File: config.mk
export PLATFORM = sky130hd
export DESIGN_NAME = camera_capture_top
export DESIGN_NICKNAME = d
export VERILOG_FILES = /design/src/camera_pkg.sv /design/src/stream_pkg.sv /design/src/camera_capture_top.sv /design/src/camera_input_sync.sv /design/src/capture_fsm.sv /design/src/chunk_stacker.sv /design/src/pixel_position_counter.sv
export SDC_FILE = /design/constraint.sdc
export NUM_CORES = 1
export LEC_CHECK = 0
export ABC_AREA = 0
export ABC_CLOCK_PERIOD_IN_PS = 11200
export BUFFER_PORTS_ARGS = -buffer_cell sky130_fd_sc_hd__buf_2
export CAP_MARGIN = 20
export CORE_UTILIZATION = 50
export CTS_BUF_LIST = sky130_fd_sc_hd__clkbuf_4 sky130_fd_sc_hd__clkbuf_8 sky130_fd_sc_hd__clkbuf_16
export DETAILED_ROUTE_END_ITERATION = 16
export HOLD_SLACK_MARGIN = 0.06
export PLACE_DENSITY = 0.82
export SLEW_MARGIN = 20
export SYNTH_ARGS = -nofsm -noshare
export SYNTH_HDL_FRONTEND = slang
export SYNTH_SLANG_ARGS = --single-unit
File: constraint.sdc
create_clock -name clk_camera -period 11.2 [get_ports clk_camera]
set_input_delay 0.56 -clock clk_camera [delete_from_list [all_inputs] [get_ports clk_camera]]
set_output_delay 0.56 -clock clk_camera [all_outputs]
set_load 0.03 [all_outputs]
File: src/camera_pkg.sv
`default_nettype none

// camera side types: pin bundle, pixels and their positions
package camera_pkg;

  typedef logic [7:0]  pixel_t;   // luminance only
  typedef logic [10:0] hcount_t;
  typedef logic [9:0]  vcount_t;

  // raw parallel camera pins, 11 bits
  typedef struct packed {
    logic [7:0] data;
    logic       pclk;
    logic       hsync;
    logic       vsync;
  } cam_pins_t;

  // one pixel tagged with where it sits in the frame
  typedef struct packed {
    pixel_t  pixel;
    hcount_t hcount;
    vcount_t vcount;
  } pixel_pos_t;

  localparam int default_h_active = 1280;
  localparam int default_v_active = 720;

endpackage

`default_nettype wire

File: src/stream_pkg.sv
`default_nettype none

// output stream beat format
package stream_pkg;

  localparam int pixels_per_chunk = 16;
  localparam int chunk_width      = 128;  // pixels_per_chunk bytes

  // first kept pixel lands in data[7:0]
  typedef struct packed {
    logic [chunk_width-1:0] data;
    logic                   last;  // final chunk of the frame
  } chunk_t;

endpackage

`default_nettype wire

File: src/camera_capture_top.sv
`default_nettype none

module camera_capture_top import camera_pkg::*, stream_pkg::*; #(
  parameter int h_active = default_h_active,
  parameter int v_active = default_v_active
) (
  input  logic      clk_camera,
  input  logic      sys_rst,
  input  cam_pins_t cam,
  output chunk_t    chunk,
  output logic      chunk_valid,
  input  logic      chunk_ready,
  output logic      overrun
);

  logic       pix_strobe;
  pixel_t     pix_data;
  logic       hsync_fall;
  logic       vsync_level;
  pixel_pos_t pix;
  logic       pix_valid;
  logic       frame_start;
  logic       capture_en;
  logic       chunk_overflow;

  camera_input_sync camera_input_sync_inst (
    .clk_camera  (clk_camera),
    .sys_rst     (sys_rst),
    .cam         (cam),
    .pix_strobe  (pix_strobe),
    .pix_data    (pix_data),
    .hsync_fall  (hsync_fall),
    .vsync_level (vsync_level)
  );

  pixel_position_counter #(
    .h_active (h_active),
    .v_active (v_active)
  ) pixel_position_counter_inst (
    .clk_camera  (clk_camera),
    .sys_rst     (sys_rst),
    .frame_start (frame_start),
    .pix_strobe  (pix_strobe),
    .pix_data    (pix_data),
    .hsync_fall  (hsync_fall),
    .pix         (pix),
    .pix_valid   (pix_valid)
  );

  capture_fsm capture_fsm_inst (
    .clk_camera     (clk_camera),
    .sys_rst        (sys_rst),
    .vsync_level    (vsync_level),
    .chunk_overflow (chunk_overflow),
    .frame_start    (frame_start),
    .capture_en     (capture_en),
    .overrun        (overrun)
  );

  chunk_stacker #(
    .h_active (h_active),
    .v_active (v_active)
  ) chunk_stacker_inst (
    .clk_camera     (clk_camera),
    .sys_rst        (sys_rst),
    .pix            (pix),
    .pix_valid      (pix_valid),
    .capture_en     (capture_en),
    .frame_start    (frame_start),
    .chunk          (chunk),
    .chunk_valid    (chunk_valid),
    .chunk_ready    (chunk_ready),
    .chunk_overflow (chunk_overflow)
  );

endmodule

`default_nettype wire

File: src/camera_input_sync.sv
`default_nettype none

module camera_input_sync import camera_pkg::*; (
  input  logic      clk_camera,
  input  logic      sys_rst,
  input  cam_pins_t cam,
  output logic      pix_strobe,
  output pixel_t    pix_data,
  output logic      hsync_fall,
  output logic      vsync_level
);

  cam_pins_t cam_meta;  // first stage, may go metastable
  cam_pins_t cam_sync;
  logic      pclk_prev;
  logic      hsync_prev;

  always_ff @(posedge clk_camera) begin
    cam_meta <= cam;
    cam_sync <= cam_meta;
  end

  // edge detection on the synchronized pins
  always_ff @(posedge clk_camera) begin
    if (sys_rst) begin
      pclk_prev   <= 1'b0;
      hsync_prev  <= 1'b0;
      pix_strobe  <= 1'b0;
      hsync_fall  <= 1'b0;
      vsync_level <= 1'b0;
    end else begin
      pclk_prev   <= cam_sync.pclk;
      hsync_prev  <= cam_sync.hsync;
      // only pclk rises inside an active line carry a pixel
      pix_strobe  <= cam_sync.pclk && !pclk_prev && cam_sync.hsync;
      hsync_fall  <= hsync_prev && !cam_sync.hsync;  // end of line
      vsync_level <= cam_sync.vsync;
    end
  end

  // data sampled on the same edge as the strobe
  always_ff @(posedge clk_camera) begin
    pix_data <= cam_sync.data;
  end

endmodule

`default_nettype wire

File: src/capture_fsm.sv
`default_nettype none

module capture_fsm (
  input  logic clk_camera,
  input  logic sys_rst,
  input  logic vsync_level,
  input  logic chunk_overflow,
  output logic frame_start,
  output logic capture_en,
  output logic overrun
);

  typedef enum logic [1:0] {
    wait_vsync,  // out of reset, find a frame gap
    wait_start,  // in vertical blanking
    capture,
    drop         // rest of frame thrown away after back-pressure
  } state_t;

  state_t state;

  always_ff @(posedge clk_camera) begin
    if (sys_rst) begin
      state       <= wait_vsync;
      frame_start <= 1'b0;
      overrun     <= 1'b0;
    end else begin
      frame_start <= 1'b0;
      if (chunk_overflow) begin
        overrun <= 1'b1;  // sticky until reset
      end
      case (state)
        wait_vsync: begin
          if (vsync_level) begin
            state <= wait_start;
          end
        end
        wait_start: begin
          // vsync dropping marks the first line coming
          if (!vsync_level) begin
            state       <= capture;
            frame_start <= 1'b1;
          end
        end
        capture: begin
          if (vsync_level) begin
            state <= wait_start;
          end else if (chunk_overflow) begin
            state <= drop;
          end
        end
        drop: begin
          if (vsync_level) begin
            state <= wait_start;
          end
        end
        default: state <= wait_vsync;
      endcase
    end
  end

  assign capture_en = (state == capture);

  // an overflow stops capture on the next cycle and is remembered
  overflow_stops_capture: assert property (
    @(posedge clk_camera) disable iff (sys_rst)
    chunk_overflow |=> !capture_en && overrun
  );

endmodule

`default_nettype wire

File: src/chunk_stacker.sv
`default_nettype none

module chunk_stacker import camera_pkg::*, stream_pkg::*; #(
  parameter int h_active = default_h_active,
  parameter int v_active = default_v_active
) (
  input  logic       clk_camera,
  input  logic       sys_rst,
  input  pixel_pos_t pix,
  input  logic       pix_valid,
  input  logic       capture_en,
  input  logic       frame_start,
  output chunk_t     chunk,
  output logic       chunk_valid,
  input  logic       chunk_ready,
  output logic       chunk_overflow
);

  localparam int cnt_width = $clog2(pixels_per_chunk);

  logic [chunk_width-1:0] pack_data;  // packer, filled from the top
  logic [cnt_width-1:0]   pack_cnt;
  logic                   keep;
  logic                   complete;
  logic                   is_final;
  logic                   stage_free;

  // 2:1 downsample in both directions
  assign keep = pix_valid && capture_en && !pix.hcount[0] && !pix.vcount[0];
  assign complete = keep && (pack_cnt == cnt_width'(pixels_per_chunk - 1));

  // last kept pixel of the frame always closes a chunk
  assign is_final = (pix.hcount == hcount_t'(h_active - 2)) &&
                    (pix.vcount == vcount_t'(v_active - 2));

  // output stage empties on the same edge a beat is taken
  assign stage_free = !chunk_valid || chunk_ready;
  assign chunk_overflow = complete && !stage_free;

  always_ff @(posedge clk_camera) begin
    if (sys_rst || frame_start) begin
      pack_cnt <= '0;  // partial chunk discarded
    end else if (keep) begin
      pack_cnt <= pack_cnt + 1'b1;  // wraps after the 16th
    end
  end

  // shift right so the oldest pixel ends in bits 7:0
  always_ff @(posedge clk_camera) begin
    if (keep) begin
      pack_data <= {pix.pixel, pack_data[chunk_width-1:8]};
    end
  end

  always_ff @(posedge clk_camera) begin
    if (sys_rst) begin
      chunk_valid <= 1'b0;
    end else if (complete && stage_free) begin
      chunk_valid <= 1'b1;
    end else if (chunk_ready) begin
      chunk_valid <= 1'b0;
    end
  end

  // held chunk only replaced once free, overflowed chunk is lost
  always_ff @(posedge clk_camera) begin
    if (complete && stage_free) begin
      chunk.data <= {pix.pixel, pack_data[chunk_width-1:8]};
      chunk.last <= is_final;
    end
  end

  chunk_held_stable: assert property (
    @(posedge clk_camera) disable iff (sys_rst)
    chunk_valid && !chunk_ready |=> chunk_valid && $stable(chunk)
  );

endmodule

`default_nettype wire

File: src/pixel_position_counter.sv
`default_nettype none

module pixel_position_counter import camera_pkg::*; #(
  parameter int h_active = default_h_active,
  parameter int v_active = default_v_active
) (
  input  logic       clk_camera,
  input  logic       sys_rst,
  input  logic       frame_start,
  input  logic       pix_strobe,
  input  pixel_t     pix_data,
  input  logic       hsync_fall,
  output pixel_pos_t pix,
  output logic       pix_valid
);

  hcount_t hcount;
  vcount_t vcount;

  // strobe and hsync fall never coincide, hsync differs between them
  always_ff @(posedge clk_camera) begin
    if (sys_rst || frame_start) begin
      hcount <= '0;
      vcount <= '0;
    end else if (hsync_fall) begin
      hcount <= '0;             // new line
      vcount <= vcount + 1'b1;
    end else if (pix_strobe) begin
      hcount <= hcount + 1'b1;
    end
  end

  always_ff @(posedge clk_camera) begin
    if (sys_rst) begin
      pix_valid <= 1'b0;
    end else begin
      pix_valid <= pix_strobe;
    end
  end

  // pixel tagged with the count before it advances
  always_ff @(posedge clk_camera) begin
    if (pix_strobe) begin
      pix.pixel  <= pix_data;
      pix.hcount <= hcount;
      pix.vcount <= vcount;
    end
  end

  // a camera sending more pixels per line than configured breaks packing
  hcount_in_range: assert property (
    @(posedge clk_camera) disable iff (sys_rst)
    pix_valid |-> pix.hcount < h_active
  );

endmodule

`default_nettype wire

Word-level counts from Yosys, hierarchy flattened
Index checks and enable logic that the tools add are counted.
- bits in registers: 352
- word-level logic and storage cells: 73
- add/subtract/negate cells: 3
- reductions and logical operators: 24
- bitwise operators: 1
- eq/ne operators: 9
- muxes and demuxes: 8
- operators with widths (operator ; number):
    $add 11x1->11 const B ; 1
    $eq 11x11->1 const B ; 1
    $add 10x1->10 const B ; 1
    $eq 10x10->1 const B ; 1
    $logic_and 1x1->1 ; 10
    $mux 2 ; 4
    $logic_not 1->1 ; 6
    $pmux 2 s3 ; 1
    $reduce_or 2->1 ; 3
    $add 4x1->4 const B ; 1
    $eq 2x2->1 const B ; 2
    $eq 4x4->1 const B ; 1
    $mux 1 ; 3
    $ne 3x3->1 const B ; 1
    $reduce_and 3->1 ; 1
    $eq 2x1->1 const B ; 1
    $logic_not 2->1 ; 1
    $logic_or 1x1->1 ; 2
    $ne 2x1->1 const B ; 1
    $ne 2x2->1 const B ; 1
    $reduce_bool 2->1 ; 1
    $not 1->1 ; 1

Longest topological paths before layout
Gate-level depths: netlist of run 1.
- word-level depth: 9
- depth in mapped cells: 7
- gate-level depth less buffers: 6

Cells and area by module
Synthesis of run 1 repeated with hierarchy kept, for this count alone.
- cell total of the unflattened synthesis: 481
- area, all modules: 10601.4 um2
- by module, submodules not included (module ; area each (um2) ; instances ; cells each):
    chunk_stacker ; 7811.2 ; 1 ; 282
    pixel_position_counter ; 1841.8 ; 1 ; 137
    camera_input_sync ; 747.0 ; 1 ; 40
    capture_fsm ; 201.4 ; 1 ; 22

Worst setup path after synthesis of run 1
OpenSTA, ideal clock, no wires.
- kind: reg-to-reg
- start point: reg capture_fsm_inst.state[0]
- end point: reg, netlist name chunk_stacker_inst.chunk[0]
- arrival: 7457 ps
- stages on the path, launching flop included: 7
- path buffers: 1
- path slack: 3109 ps
- cells stage by stage: dfxtp_1 inv_1 ha_1 and4bb_1 buf_6 and4_4 nor2b_1
- word-level cells in the longest chain between the ends: 6
- RTL lines (element ; RTL line ; RTL):
    start, declared ; capture_fsm.sv:20 ; state_t state;
    start signal, assigned ; capture_fsm.sv:24 ; state <= wait_vsync;
    start signal, assigned ; capture_fsm.sv:35 ; state <= wait_start;
    start signal, assigned ; capture_fsm.sv:41 ; state <= capture;
    $eq 2x2->1 ; capture_fsm.sv:62 ; assign capture_en = (state == capture);
    $logic_and 1x1->1 (3 in series) ; chunk_stacker.sv:29 ; assign keep = pix_valid && capture_en && !pix.hcount[0] && !pix.vcount[0];
    net chunk_stacker_inst.keep ; chunk_stacker.sv:23 ; logic keep;
    $logic_and 1x1->1 ; chunk_stacker.sv:30 ; assign complete = keep && (pack_cnt == cnt_width'(pixels_per_chunk - 1));
    $logic_and 1x1->1 ; chunk_stacker.sv:67 ; if (complete && stage_free) begin
The timed path passes the listed nets, and every way through them passes these cells.
A chain may end at the register's enable or synchronous reset.

Worst setup path after layout of run 1
- start point: reg capture_fsm_inst.state[0]
- end point: reg, netlist name chunk_stacker_inst.chunk[1]
- word-level cells in the longest chain between the ends: 6
- RTL lines (element ; RTL line):
    $eq 2x2->1 ; capture_fsm.sv:62
    $logic_and 1x1->1 (3 in series) ; chunk_stacker.sv:29
    $logic_and 1x1->1 ; chunk_stacker.sv:30
    $logic_and 1x1->1 ; chunk_stacker.sv:67
Every way passes these cells.

==> results of run 1 <==
[cells by family after synthesis]
group / share of synthesized area
flip-flops: 0.9215
AND/OR/NAND/NOR: 0.04102
XOR/XNOR: 0.01586
AO/OA/AOI/OAI: 0.007274
buffers and inverters: 0.004053
adder cells (fa/ha/maj): 0.005962
multiplexers: 0.004293
[how the worst min path moves through the flow]
stage,slack [ns],startpoint,depth (start not counted),endpoint
after floorplan,0.31,camera_input_sync_inst.cam_meta[0],0,camera_input_sync_inst.cam_sync[0]
after global placement,0.31,camera_input_sync_inst.cam_meta[2],0,camera_input_sync_inst.cam_sync[2]
after detailed placement,0.31,camera_input_sync_inst.cam_sync[7],0,camera_input_sync_inst.pix_data[4]
after CTS,0.15,cam[2],1,camera_input_sync_inst.cam_meta[2]
after global routing,0.15,cam[9],1,camera_input_sync_inst.cam_meta[9]
final,0.17,cam[2],1,camera_input_sync_inst.cam_meta[2]
[layout make-up]
cell class,instances,area (um^2),share of cell area
Tap cell,270,337.8,0.02659
Clock inverter,13,115.1,0.009060
Inverter,3,11.26,0.0008863
Timing Repair Buffer,148,750.7,0.05908
Clock buffer,48,1027,0.08085
Sequential cell,344,9669,0.7610
Antenna cell,1,2.502,0.0001969
Multi-Input combinational cell,117,792.0,0.06233
[metrics by stage]
stage          power [uW]  setup WS, ns  cells  cell area, um^2
6_report             2547         7.960    944            12710
5_1_grt              2625         7.712    943            12700
4_1_cts              2578         7.910    943            12700
3_5_place_dp         1457         7.910    882            11560
3_3_place_gp         1452         8.078    882            11560
2_1_floorplan        1445         3.109    470            10490
[flip-flops by register name, indices dropped and copies added (netlist names), 2 cells and up]
name	cells
camera_input_sync_inst.cam_meta	11
camera_input_sync_inst.cam_sync	11
camera_input_sync_inst.pix_data	8
capture_fsm_inst.state	2
chunk_stacker_inst.chunk	129
chunk_stacker_inst.pack_cnt	4
chunk_stacker_inst.pack_data	120
pixel_position_counter_inst.hcount	11
pixel_position_counter_inst.pix	29
pixel_position_counter_inst.vcount	10
[cells in the mapped netlist, drive strengths merged, types with 4 or more instances]
library cell / instances / share of area
clkbuf: 4 / 0.0014
nor2b: 6 / 0.0036
a21oi: 6 / 0.0032
xnor2: 7 / 0.0058
xor2: 12 / 0.010
dfxtp: 66 / 0.13
nand2: 9 / 0.0032
nor2: 28 / 0.010
edfxtp: 278 / 0.80
ha: 5 / 0.0060
or3: 6 / 0.0036
o21ai: 4 / 0.0023
nand4: 8 / 0.0048
[layer usage]
layer,wire length [um],vias up,GRT usage
met5,0,-,0
li1,-,2155,-
met1,6848,2308,0.1903
met2,7674,165,0.2443
met4,331,0,0.05573
met3,982,35,0.03913
[where the power goes]
| part | total (uW) | leakage (uW) | switching, uW | internal (uW) |
|---|---|---|---|---|
| Combinational | 44.1 | 0.000853 | 25.8 | 18.4 |
| Clock | 1120 | 0.000570 | 431 | 687 |
| Sequential | 1390 | 0.00305 | 5.99 | 1380 |
| Total | 2550 | 0.00447 | 463 | 2080 |
==> impl_metrics.toml, run 1 <==
[placement]
detailed_place_hpwl_mm = 9.682
final_weighted_congestion_in_routability_driven_placement = 0.7461
io_buffers = 144

[critical_path]
reg2reg_from = "capture_fsm_inst.state[0]"
setup.worst_path.class = "flip-flop to flip-flop"
crit_path_max_fanout = 83
critical_path_arrival_ns = 3.35
startpoint_type = "flip-flop"
critical-path-max-stage-delay_ns = 0.83
r2r_cells = 6
cp.required_ns = 11.31
reg2reg_setup_slack_ns = 7.96
critical_path.endpoint = "chunk_stacker_inst.chunk[1]"
cp_slowest_cell = "and4bb_4"
cell_class_contributing_the_biggest_share_of_worst_path_delay = "simple AND/OR/NAND/NOR gates"
startpoint = "capture_fsm_inst.state[0]"
cp_num_cells = 6
path_cells = "inv_1, ha_1, and4bb_4, and4_4, nor2b_4, buf_4"
reg2reg_to = "chunk_stacker_inst.chunk[1]"
critPathBufInv = 2
critical_path.endpoint_type = "flip-flop"

[global_route]
grt_first_pass_wirelength_mm = 24.48
gr-usage-all-layers = 0.1484
globalRouteOverflowTotal = 0
grt_pass1_vias = 4697
antenna_found_initial = 1
maximum_number_of_pins_on_one_net_before_global_route_repair = 84

[sta]
timing.final.setup_violations = 0
final.hold.worst_slack_ns = 0.1669
finalWorstPathRequiredPeriod_ns = 3.240
max_freq_ghz = 0.3087
transition_at_the_pin_with_the_smallest_max_transition_slack_ns = 1.049
setup_tns_ns = 0
rsz0062_at_grt = "no"
final-hold-violation-count = 0
min_period_over_period = 0.2893
post_route_clock_skew_ns = 0.01289
maxSlewHeadroom = 0.3004
finalMaxSlewViolations = 0

[synth]
avgSynthCellArea_um2 = 22.32
async_s_r_ff_share_synth = 0
synth_nets = 489
synth_cells = 470
synth_area_um2 = 10490
synthesis.yosys.warnings = 0
ys_dominant_reg_cell = "edfxtp_1"
number_of_enable_type_register_cells_in_the_synthesized_netlist = 278
ys_seq_elements = 344
seq_area_frac_synth = 0.9215
distinct_cells_synth = 35

[drt]
via_count = 4663
drt_pass1_iterations = 4
detailedRoute.firstIterationViolations = 344
viasPerCell = 4.940
route.final.wire_length_mm = 15.84
post_drt_wl_per_cell_um = 16.78
ant_nets = 0
post-route-drc-count = 0

[worst_hold_path]
holdCritPathClass = "primary input to flip-flop"

[finish]
final_common_cell = "edfxtp_1"
area.growth.synth_to_final_pct = 21.09
drive_above_1_share = 0.3150
post-route-util = 0.6219
num-fill-cells = 1452
most-common-layout-cells = "edfxtp_1, buf_2, dfxtp_1"
finish.net_count = 667

[clock_network]
post_cts_buffers = 0
clock_tree_from_tritoncts = "yes"
worst_setup_hold_path_clk_slew_ns = 0.06
cts.sinks = 344
clk_latency_ns = 0.50
number_of_cts_inserted_buffers = 34
cts_hold_buf = 0
cts.root.buffer_cell = "clkbuf_16"
cts_resized = 0
cts_htree_levels = 2
cts-root-to-sink-buffers = 3

[die]
floorplan.die.height_um = 146.9
fp-row-count = 52
initial_utilization = 0.5136
pin_count = 145
die_w_um = 146.9
floorplan.core_area_um2 = 20430
floorplan.die_area_um2 = 21570

[flow_run]
drv.max_cap_violation_count = 0

[power]
ir_drop_v = 0.0001125
p_per_area_nw_per_um2 = 200.4
p_leak_uw = 0.004474

[outcome]
status = "complete, no violations"
Note: power is estimated with default switching activity, not from simulation.
==> inputs of run 2 (changes only) <==
Settings changed: ABC_AREA 0 to 1, ABC_CLOCK_PERIOD_IN_PS 11200 to 2800, PLACE_DENSITY 0.82 to 0.85.
Clock period 11.2 ns to 2.8 ns, I/O delays scaled along.
==> run 2 against run 1 <==
  * Die area is 1.6% higher
  * Clock skew is 0.00059 ns higher
  * Via count is 5.1% higher
  * Critical path depth stayed put
  * Combinational power grew to 4.6 times the previous value
  * Setup slack worse by 7.2 ns
  * Total power grew to 4.1 times the previous value
  * Design area is 3.2% higher
  * Flip-flop and latch count stayed put
  * Critical path type unchanged
  * Largest cell class unchanged
  * Largest power group unchanged
==> impl_metrics.toml, run 2 <==
[power]
p_clk_frac = 0.448
p_sw_frac = 0.1844
total_switching_power_uw = 1928
comb_power_share = 0.020
ir_drop_v = 0.0005777
p_leak_uw = 0.004654
p_per_area_nw_per_um2 = 797.5
cellInternalPower_uw = 8528
power.share.sequential = 0.532

[die]
initial_utilization = 0.5088
floorplan.die.height_um = 148.0
floorplan.die_area_um2 = 21910
floorplan.core_area_um2 = 20960
fp-row-count = 53
die_w_um = 148.0
pin_count = 145

[drt]
post_drt_wl_per_cell_um = 15.38
highest-signal-layer = "met4"
met2RoutedLength_mm = 7.734
route.final.wire_length_mm = 15.72
wl_met3_mm = 1.099
post-route-drc-count = 0
viasPerCell = 4.795
via_count = 4900
met1Wirelength_mm = 6.520
detailedRoute.firstIterationViolations = 376
drt_pass1_iterations = 4
ant_nets = 0

[global_route]
grt_pass1_vias = 4768
grt_first_pass_wirelength_mm = 24.21
gr-usage-all-layers = 0.1437
antenna_found_initial = 0
maximum_number_of_pins_on_one_net_before_global_route_repair = 124
globalRouteOverflowTotal = 0

[finish]
drive_above_1_share = 0.3159
postLayoutCellArea_um2 = 13110
antenna_cells_inserted = 0
post-route-util = 0.6257
reg_top3 = "chunk_stacker_inst.chunk (129), chunk_stacker_inst.pack_data (120), pixel_position_counter_inst.pix (29)"
num-fill-cells = 1467
most-common-layout-cells = "edfxtp_1, buf_2, dfxtp_1"
max_flop_register = "chunk_stacker_inst.chunk"
final_common_cell = "edfxtp_1"
largest_reg_flops = 129
finish.cell_count_without_fillers = 1022
finish.net_count = 740
area.growth.synth_to_final_pct = 22.98

[synth]
synth_cells = 527
synth.area.top_cells = "edfxtp_1, dfxtp_1, nor2_1"
avgSynthCellArea_um2 = 20.23
ys_dominant_reg_cell = "edfxtp_1"
synth_nets = 546
ys_seq_elements = 344
synthesis.yosys.warnings = 0
synth_area_um2 = 10660
yosys.area.top_type = "edfxtp_1"
seq_area_frac_synth = 0.9069
synth.top_cell.area_share = 0.7830
synth.most_common_cell = "edfxtp_1"
distinct_cells_synth = 32
number_of_enable_type_register_cells_in_the_synthesized_netlist = 278
synth.top_cells.by_count = "edfxtp_1, dfxtp_1, nor2_1"
async_s_r_ff_share_synth = 0

[clock_network]
cts.root.buffer_cell = "clkbuf_16"
worst_setup_hold_path_clk_slew_ns = 0.06
cts_htree_levels = 2
number_of_cts_inserted_buffers = 34
clk_latency_ns = 0.50
cts_resized = 0
cts.sinks = 344
clock_tree_from_tritoncts = "yes"
cts-root-to-sink-buffers = 3

[critical_path]
critical_path.endpoint_type = "flip-flop"
startpoint_type = "flip-flop"
cp.required_ns = 2.92
critical_path_arrival_ns = 2.17
setup.worst_path.class = "flip-flop to flip-flop"
crit_path_max_fanout = 114

[sta]
rsz0062_at_grt = "no"
transition_at_the_pin_with_the_smallest_max_transition_slack_ns = 0.7352
finalWorstPathRequiredPeriod_ns = 2.054
timing.final.setup_violations = 0
maxSlewHeadroom = 0.5099
min_period_over_period = 0.7336
post_route_clock_skew_ns = 0.01348
finalMaxSlewViolations = 0
max_freq_ghz = 0.4869
final-hold-violation-count = 0
setup_tns_ns = 0
final.hold.worst_slack_ns = 0.2752

[placement]
dp_cells = 947
final_weighted_congestion_in_routability_driven_placement = 0.7844
postPlaceCellArea_um2 = 11780
detailed_place_hpwl_mm = 9.659
io_buffers = 144

[flow_run]
drv.max_cap_violation_count = 0

[outcome]
status = "complete, no violations"

[worst_hold_path]
holdCritPathClass = "primary input to flip-flop"
## run 2: cell count changes after synthesis, moves of 8 or more
cell / before / now
nand2_1: 9 / 25
nor3_1: 2 / 10
nor2_1: 28 / 41
xor2_1: 12 / 3
a21oi_1: 5 / 13
inv_1: 3 / 28
## run 2: cell type report
type,count,area (um^2),share of cell area
clock buffer,49,1052,0.08026
clock inverter,13,152.6,0.01164
inverter,31,118.9,0.009066
multi-input combinational,149,865.8,0.06604
sequential,344,9672,0.7377
tap,275,344.1,0.02624
timing repair buffer,161,905.9,0.06909
## run 2: power by group through the flow
| stage | Combinational, uW | Clock (uW) | Sequential, uW |
|---|---|---|---|
| after floorplan | 147 | 0 | 5670 |
| after global placement | 177 | 0 | 5670 |
| after detailed placement | 190 | 0 | 5670 |
| after CTS | 205 | 4800 | 5570 |
| after global routing | 232 | 4980 | 5570 |
| final | 204 | 4690 | 5570 |
## run 2: routing by layer
layer,vias up,track usage
met2,167,0.2392
li1,2336,-
met5,-,0
met1,2364,0.1833
met3,33,0.03272
met4,0,0.05825
## run 2: cells by family after synthesis
logic type	share of synthesized area
flops	0.9069
xor+xnor	0.004108
buf+inv	0.01397
simple gates	0.05586
compound gates	0.01326
fa+ha+maj	0.005868
## run 2: path summary, 6_finish.rpt
kind                                                          from                                  to  slack, ns  cells past startpoint
worst max-delay path                chunk_stacker_inst.pack_cnt[1]       chunk_stacker_inst.chunk[125]       0.75                      6
worst min-delay path                                        cam[2]  camera_input_sync_inst.cam_meta[2]       0.28                      2
worst max register to register      chunk_stacker_inst.pack_cnt[1]       chunk_stacker_inst.chunk[125]       0.75                      6
worst min register to register  camera_input_sync_inst.cam_sync[8]  camera_input_sync_inst.pix_data[5]       0.32                      0
## run 2: metrics by stage
| stage | total power (uW) | worst slack (ns) |
|---|---|---|
| after global routing | 10780 | 0.6587 |
| after CTS | 10570 | 0.7994 |
| after global placement | 5846 | 0.9239 |
| after floorplan | 5813 | -2.318 |
| after detailed placement | 5864 | 0.8275 |
| final | 10460 | 0.7460 |
## run 2: critical path: stages (launching register included)
cell	delay (ns)
dfxtp_1	0.41
ha_1	0.17
inv_1	0.06
nor2_1	0.18
nand2_1	0.12
nor2_4	0.16
buf_12	0.40
## run 2: timing repair
| item | 4_1_cts | 5_1_grt |
|---|---|---|
| setup buffers | 0 | 0 |
| hold buffers | 13 | 0 |
| endpoints found under the hold margin | 19 | 0 |
==> inputs of run 3 (changes only) <==
Settings changed: ABC_CLOCK_PERIOD_IN_PS 2800 to 2000, PLACE_DENSITY 0.85 to 0.82.
Clock period 2.8 ns to 2 ns, I/O delays scaled along.
==> run 3 against run 2 <==
  * Clock power rose by 39%
  * Clock skew barely moved
  * Largest cell class unchanged
  * Final cell count rose by 1.2%
  * Critical endpoint is now chunk_stacker_inst.chunk[93]
  * Flip-flop and latch count did not move
  * Clock-buffer cell count fell by 7
  * Critical path depth rose by 1
  * First-iteration DRC count fell by 28%
  * Design area rose by 0.80%
  * Routed wire length did not move
==> impl_metrics.toml, run 3 (synthesis results as in run 2) <==
[die]
pin_count = 145
fp-row-count = 53
floorplan.die_area_um2 = 21910
initial_utilization = 0.5088
die_w_um = 148.0
floorplan.die.height_um = 148.0
floorplan.core_area_um2 = 20960

[sta]
post_route_clock_skew_ns = 0.01304
final.hold.worst_slack_ns = 0.2365
transition_at_the_pin_with_the_smallest_max_transition_slack_ns = 0.5064
max_freq_ghz = 0.5749
finalWorstPathRequiredPeriod_ns = 1.740
min_period_over_period = 0.8698
maxSlewHeadroom = 0.6620
finalMaxSlewViolations = 0
rsz0062_at_grt = "no"
timing.final.setup_violations = 0
final-hold-violation-count = 0

[power]
total_power_uw = 14610
ir_drop_v = 0.0007780
p_per_area_nw_per_um2 = 1106
p_leak_uw = 0.004697

[clock_network]
worst_setup_hold_path_clk_slew_ns = 0.06
cts-root-to-sink-buffers = 3
cts_resized = 0
number_of_cts_inserted_buffers = 35
clk_latency_ns = 0.51
clock_tree_from_tritoncts = "yes"
cts_htree_levels = 2
cts.root.buffer_cell = "clkbuf_16"
cts.sinks = 344

[drt]
route.final.wire_length_mm = 15.72
post-route-drc-count = 0
detailedRoute.firstIterationViolations = 270
drt_pass1_iterations = 4
viasPerCell = 4.746
post_drt_wl_per_cell_um = 15.20
via_count = 4907
ant_nets = 0

[critical_path]
critical_path.endpoint_type = "flip-flop"
crit_path_max_fanout = 40
cell_class_contributing_the_biggest_share_of_worst_path_delay = "buffers and inverters"
path_cells = "ha_1, inv_1, nor2_1, nand2_1, nor2_4, buf_4, buf_12"
cp.required_ns = 2.18
reg2reg_from = "chunk_stacker_inst.pack_cnt[1]"
critical-path-max-stage-delay_ns = 0.38
critical_path_arrival_ns = 1.92
r2r_cells = 7
cp_slowest_cell = "dfxtp_1"
setup.worst_path.class = "flip-flop to flip-flop"
startpoint_type = "flip-flop"
reg2reg_setup_slack_ns = 0.26
reg2reg_to = "chunk_stacker_inst.chunk[93]"
critPathBufInv = 3

[finish]
max_flop_register = "chunk_stacker_inst.chunk"
finish.net_count = 751
drive_above_1_share = 0.3215
most-common-layout-cells = "edfxtp_1, buf_2, dfxtp_1"
postLayoutCellArea_um2 = 13220
area.growth.synth_to_final_pct = 23.96
reg_top3 = "chunk_stacker_inst.chunk (129), chunk_stacker_inst.pack_data (120), pixel_position_counter_inst.pix (29)"
largest_reg_flops = 129
finish.cell_count_without_fillers = 1034
post-route-util = 0.6307
final_common_cell = "edfxtp_1"
antenna_cells_inserted = 0

[placement]
detailed_place_hpwl_mm = 10.12
dp_cells = 953
postPlaceCellArea_um2 = 11860
final_weighted_congestion_in_routability_driven_placement = 0.7421
io_buffers = 144

[worst_hold_path]
worstHoldEndpoint = "camera_input_sync_inst.cam_meta[1]"
holdCritPathClass = "primary input to flip-flop"
hold_depth = 2
worst_hold_startpoint = "cam[1]"

[global_route]
gr-usage-met1 = 0.1870
met2_usage = 0.2406
gr-usage-met3 = 0.03673
grt_pass1_vias = 4684
antenna_found_initial = 0
maximum_number_of_pins_on_one_net_before_global_route_repair = 71
grt_first_pass_wirelength_mm = 24.22
globalRouteOverflowTotal = 0
gr-usage-all-layers = 0.1446
globalRoute.busiestLayer = "met2"

[flow_run]
drv.max_cap_violation_count = 0

[outcome]
status = "complete, no violations"
-- run 3: metal layers --
metal | part of all wire | vias up | routed length [um]
met3 | 0.061 | 26 | 953
met1 | 0.44 | 2375 | 6854
met5 | 0 | - | 0
li1 | - | 2361 | -
met2 | 0.49 | 145 | 7651
met4 | 0.017 | 0 | 260
-- run 3: timing repair --
action	in CTS	in global routing
hold buffers	13	0
setup buffers	0	4
setup endpoints to repair	0	73
hold endpoints to repair	25	0
-- run 3: where the power goes --
part | switching (uW) | internal [uW] | total, uW | leakage, uW
sequential | 53.6 | 7740 | 7790 | 0.00305
combinational | 158 | 126 | 284 | 0.00106
clock | 2550 | 3990 | 6540 | 0.000585
total | 2760 | 11800 | 14600 | 0.00470
-- run 3: metrics by stage --
| stage | setup TNS (ns) | setup slack [ns] |
|---|---|---|
| 3_5_place_dp | 0 | 0.08987 |
| 4_1_cts | 0 | 0.07755 |
| 6_report | 0 | 0.2605 |
| 3_3_place_gp | 0 | 0.1634 |
| 2_1_floorplan | -503.96 | -3.118 |
| 5_1_grt | 0 | 0.1144 |
-- run 3: how the worst max path moves through the flow --
| stage | start | endpoint | slack (ns) | cells past startpoint |
|---|---|---|---|---|
| 2_1_floorplan | capture_fsm_inst.state[0] | chunk_stacker_inst.chunk[0] | -3.12 | 6 |
| 3_3_place_gp | chunk_stacker_inst.pack_cnt[1] | chunk_stacker_inst.chunk[10] | 0.16 | 6 |
| 3_5_place_dp | chunk_stacker_inst.pack_cnt[1] | chunk_stacker_inst.chunk[17] | 0.09 | 6 |
| 4_1_cts | chunk_stacker_inst.pack_cnt[1] | chunk_stacker_inst.chunk[42] | 0.08 | 6 |
| 5_1_grt | chunk_stacker_inst.pack_cnt[1] | chunk_stacker_inst.chunk[103] | 0.11 | 7 |
| 6_report | chunk_stacker_inst.pack_cnt[1] | chunk_stacker_inst.chunk[93] | 0.26 | 7 |
-- run 3: final cells by class --
class	instances	area, um^2
multi-input cells	149	865.8
repair buffers	171	1018
clock inverters	22	234.0
inverters	31	118.9
well taps	275	344.1
fillers	1472	7739
clock buffers	42	963.4
flip-flops and latches	344	9672
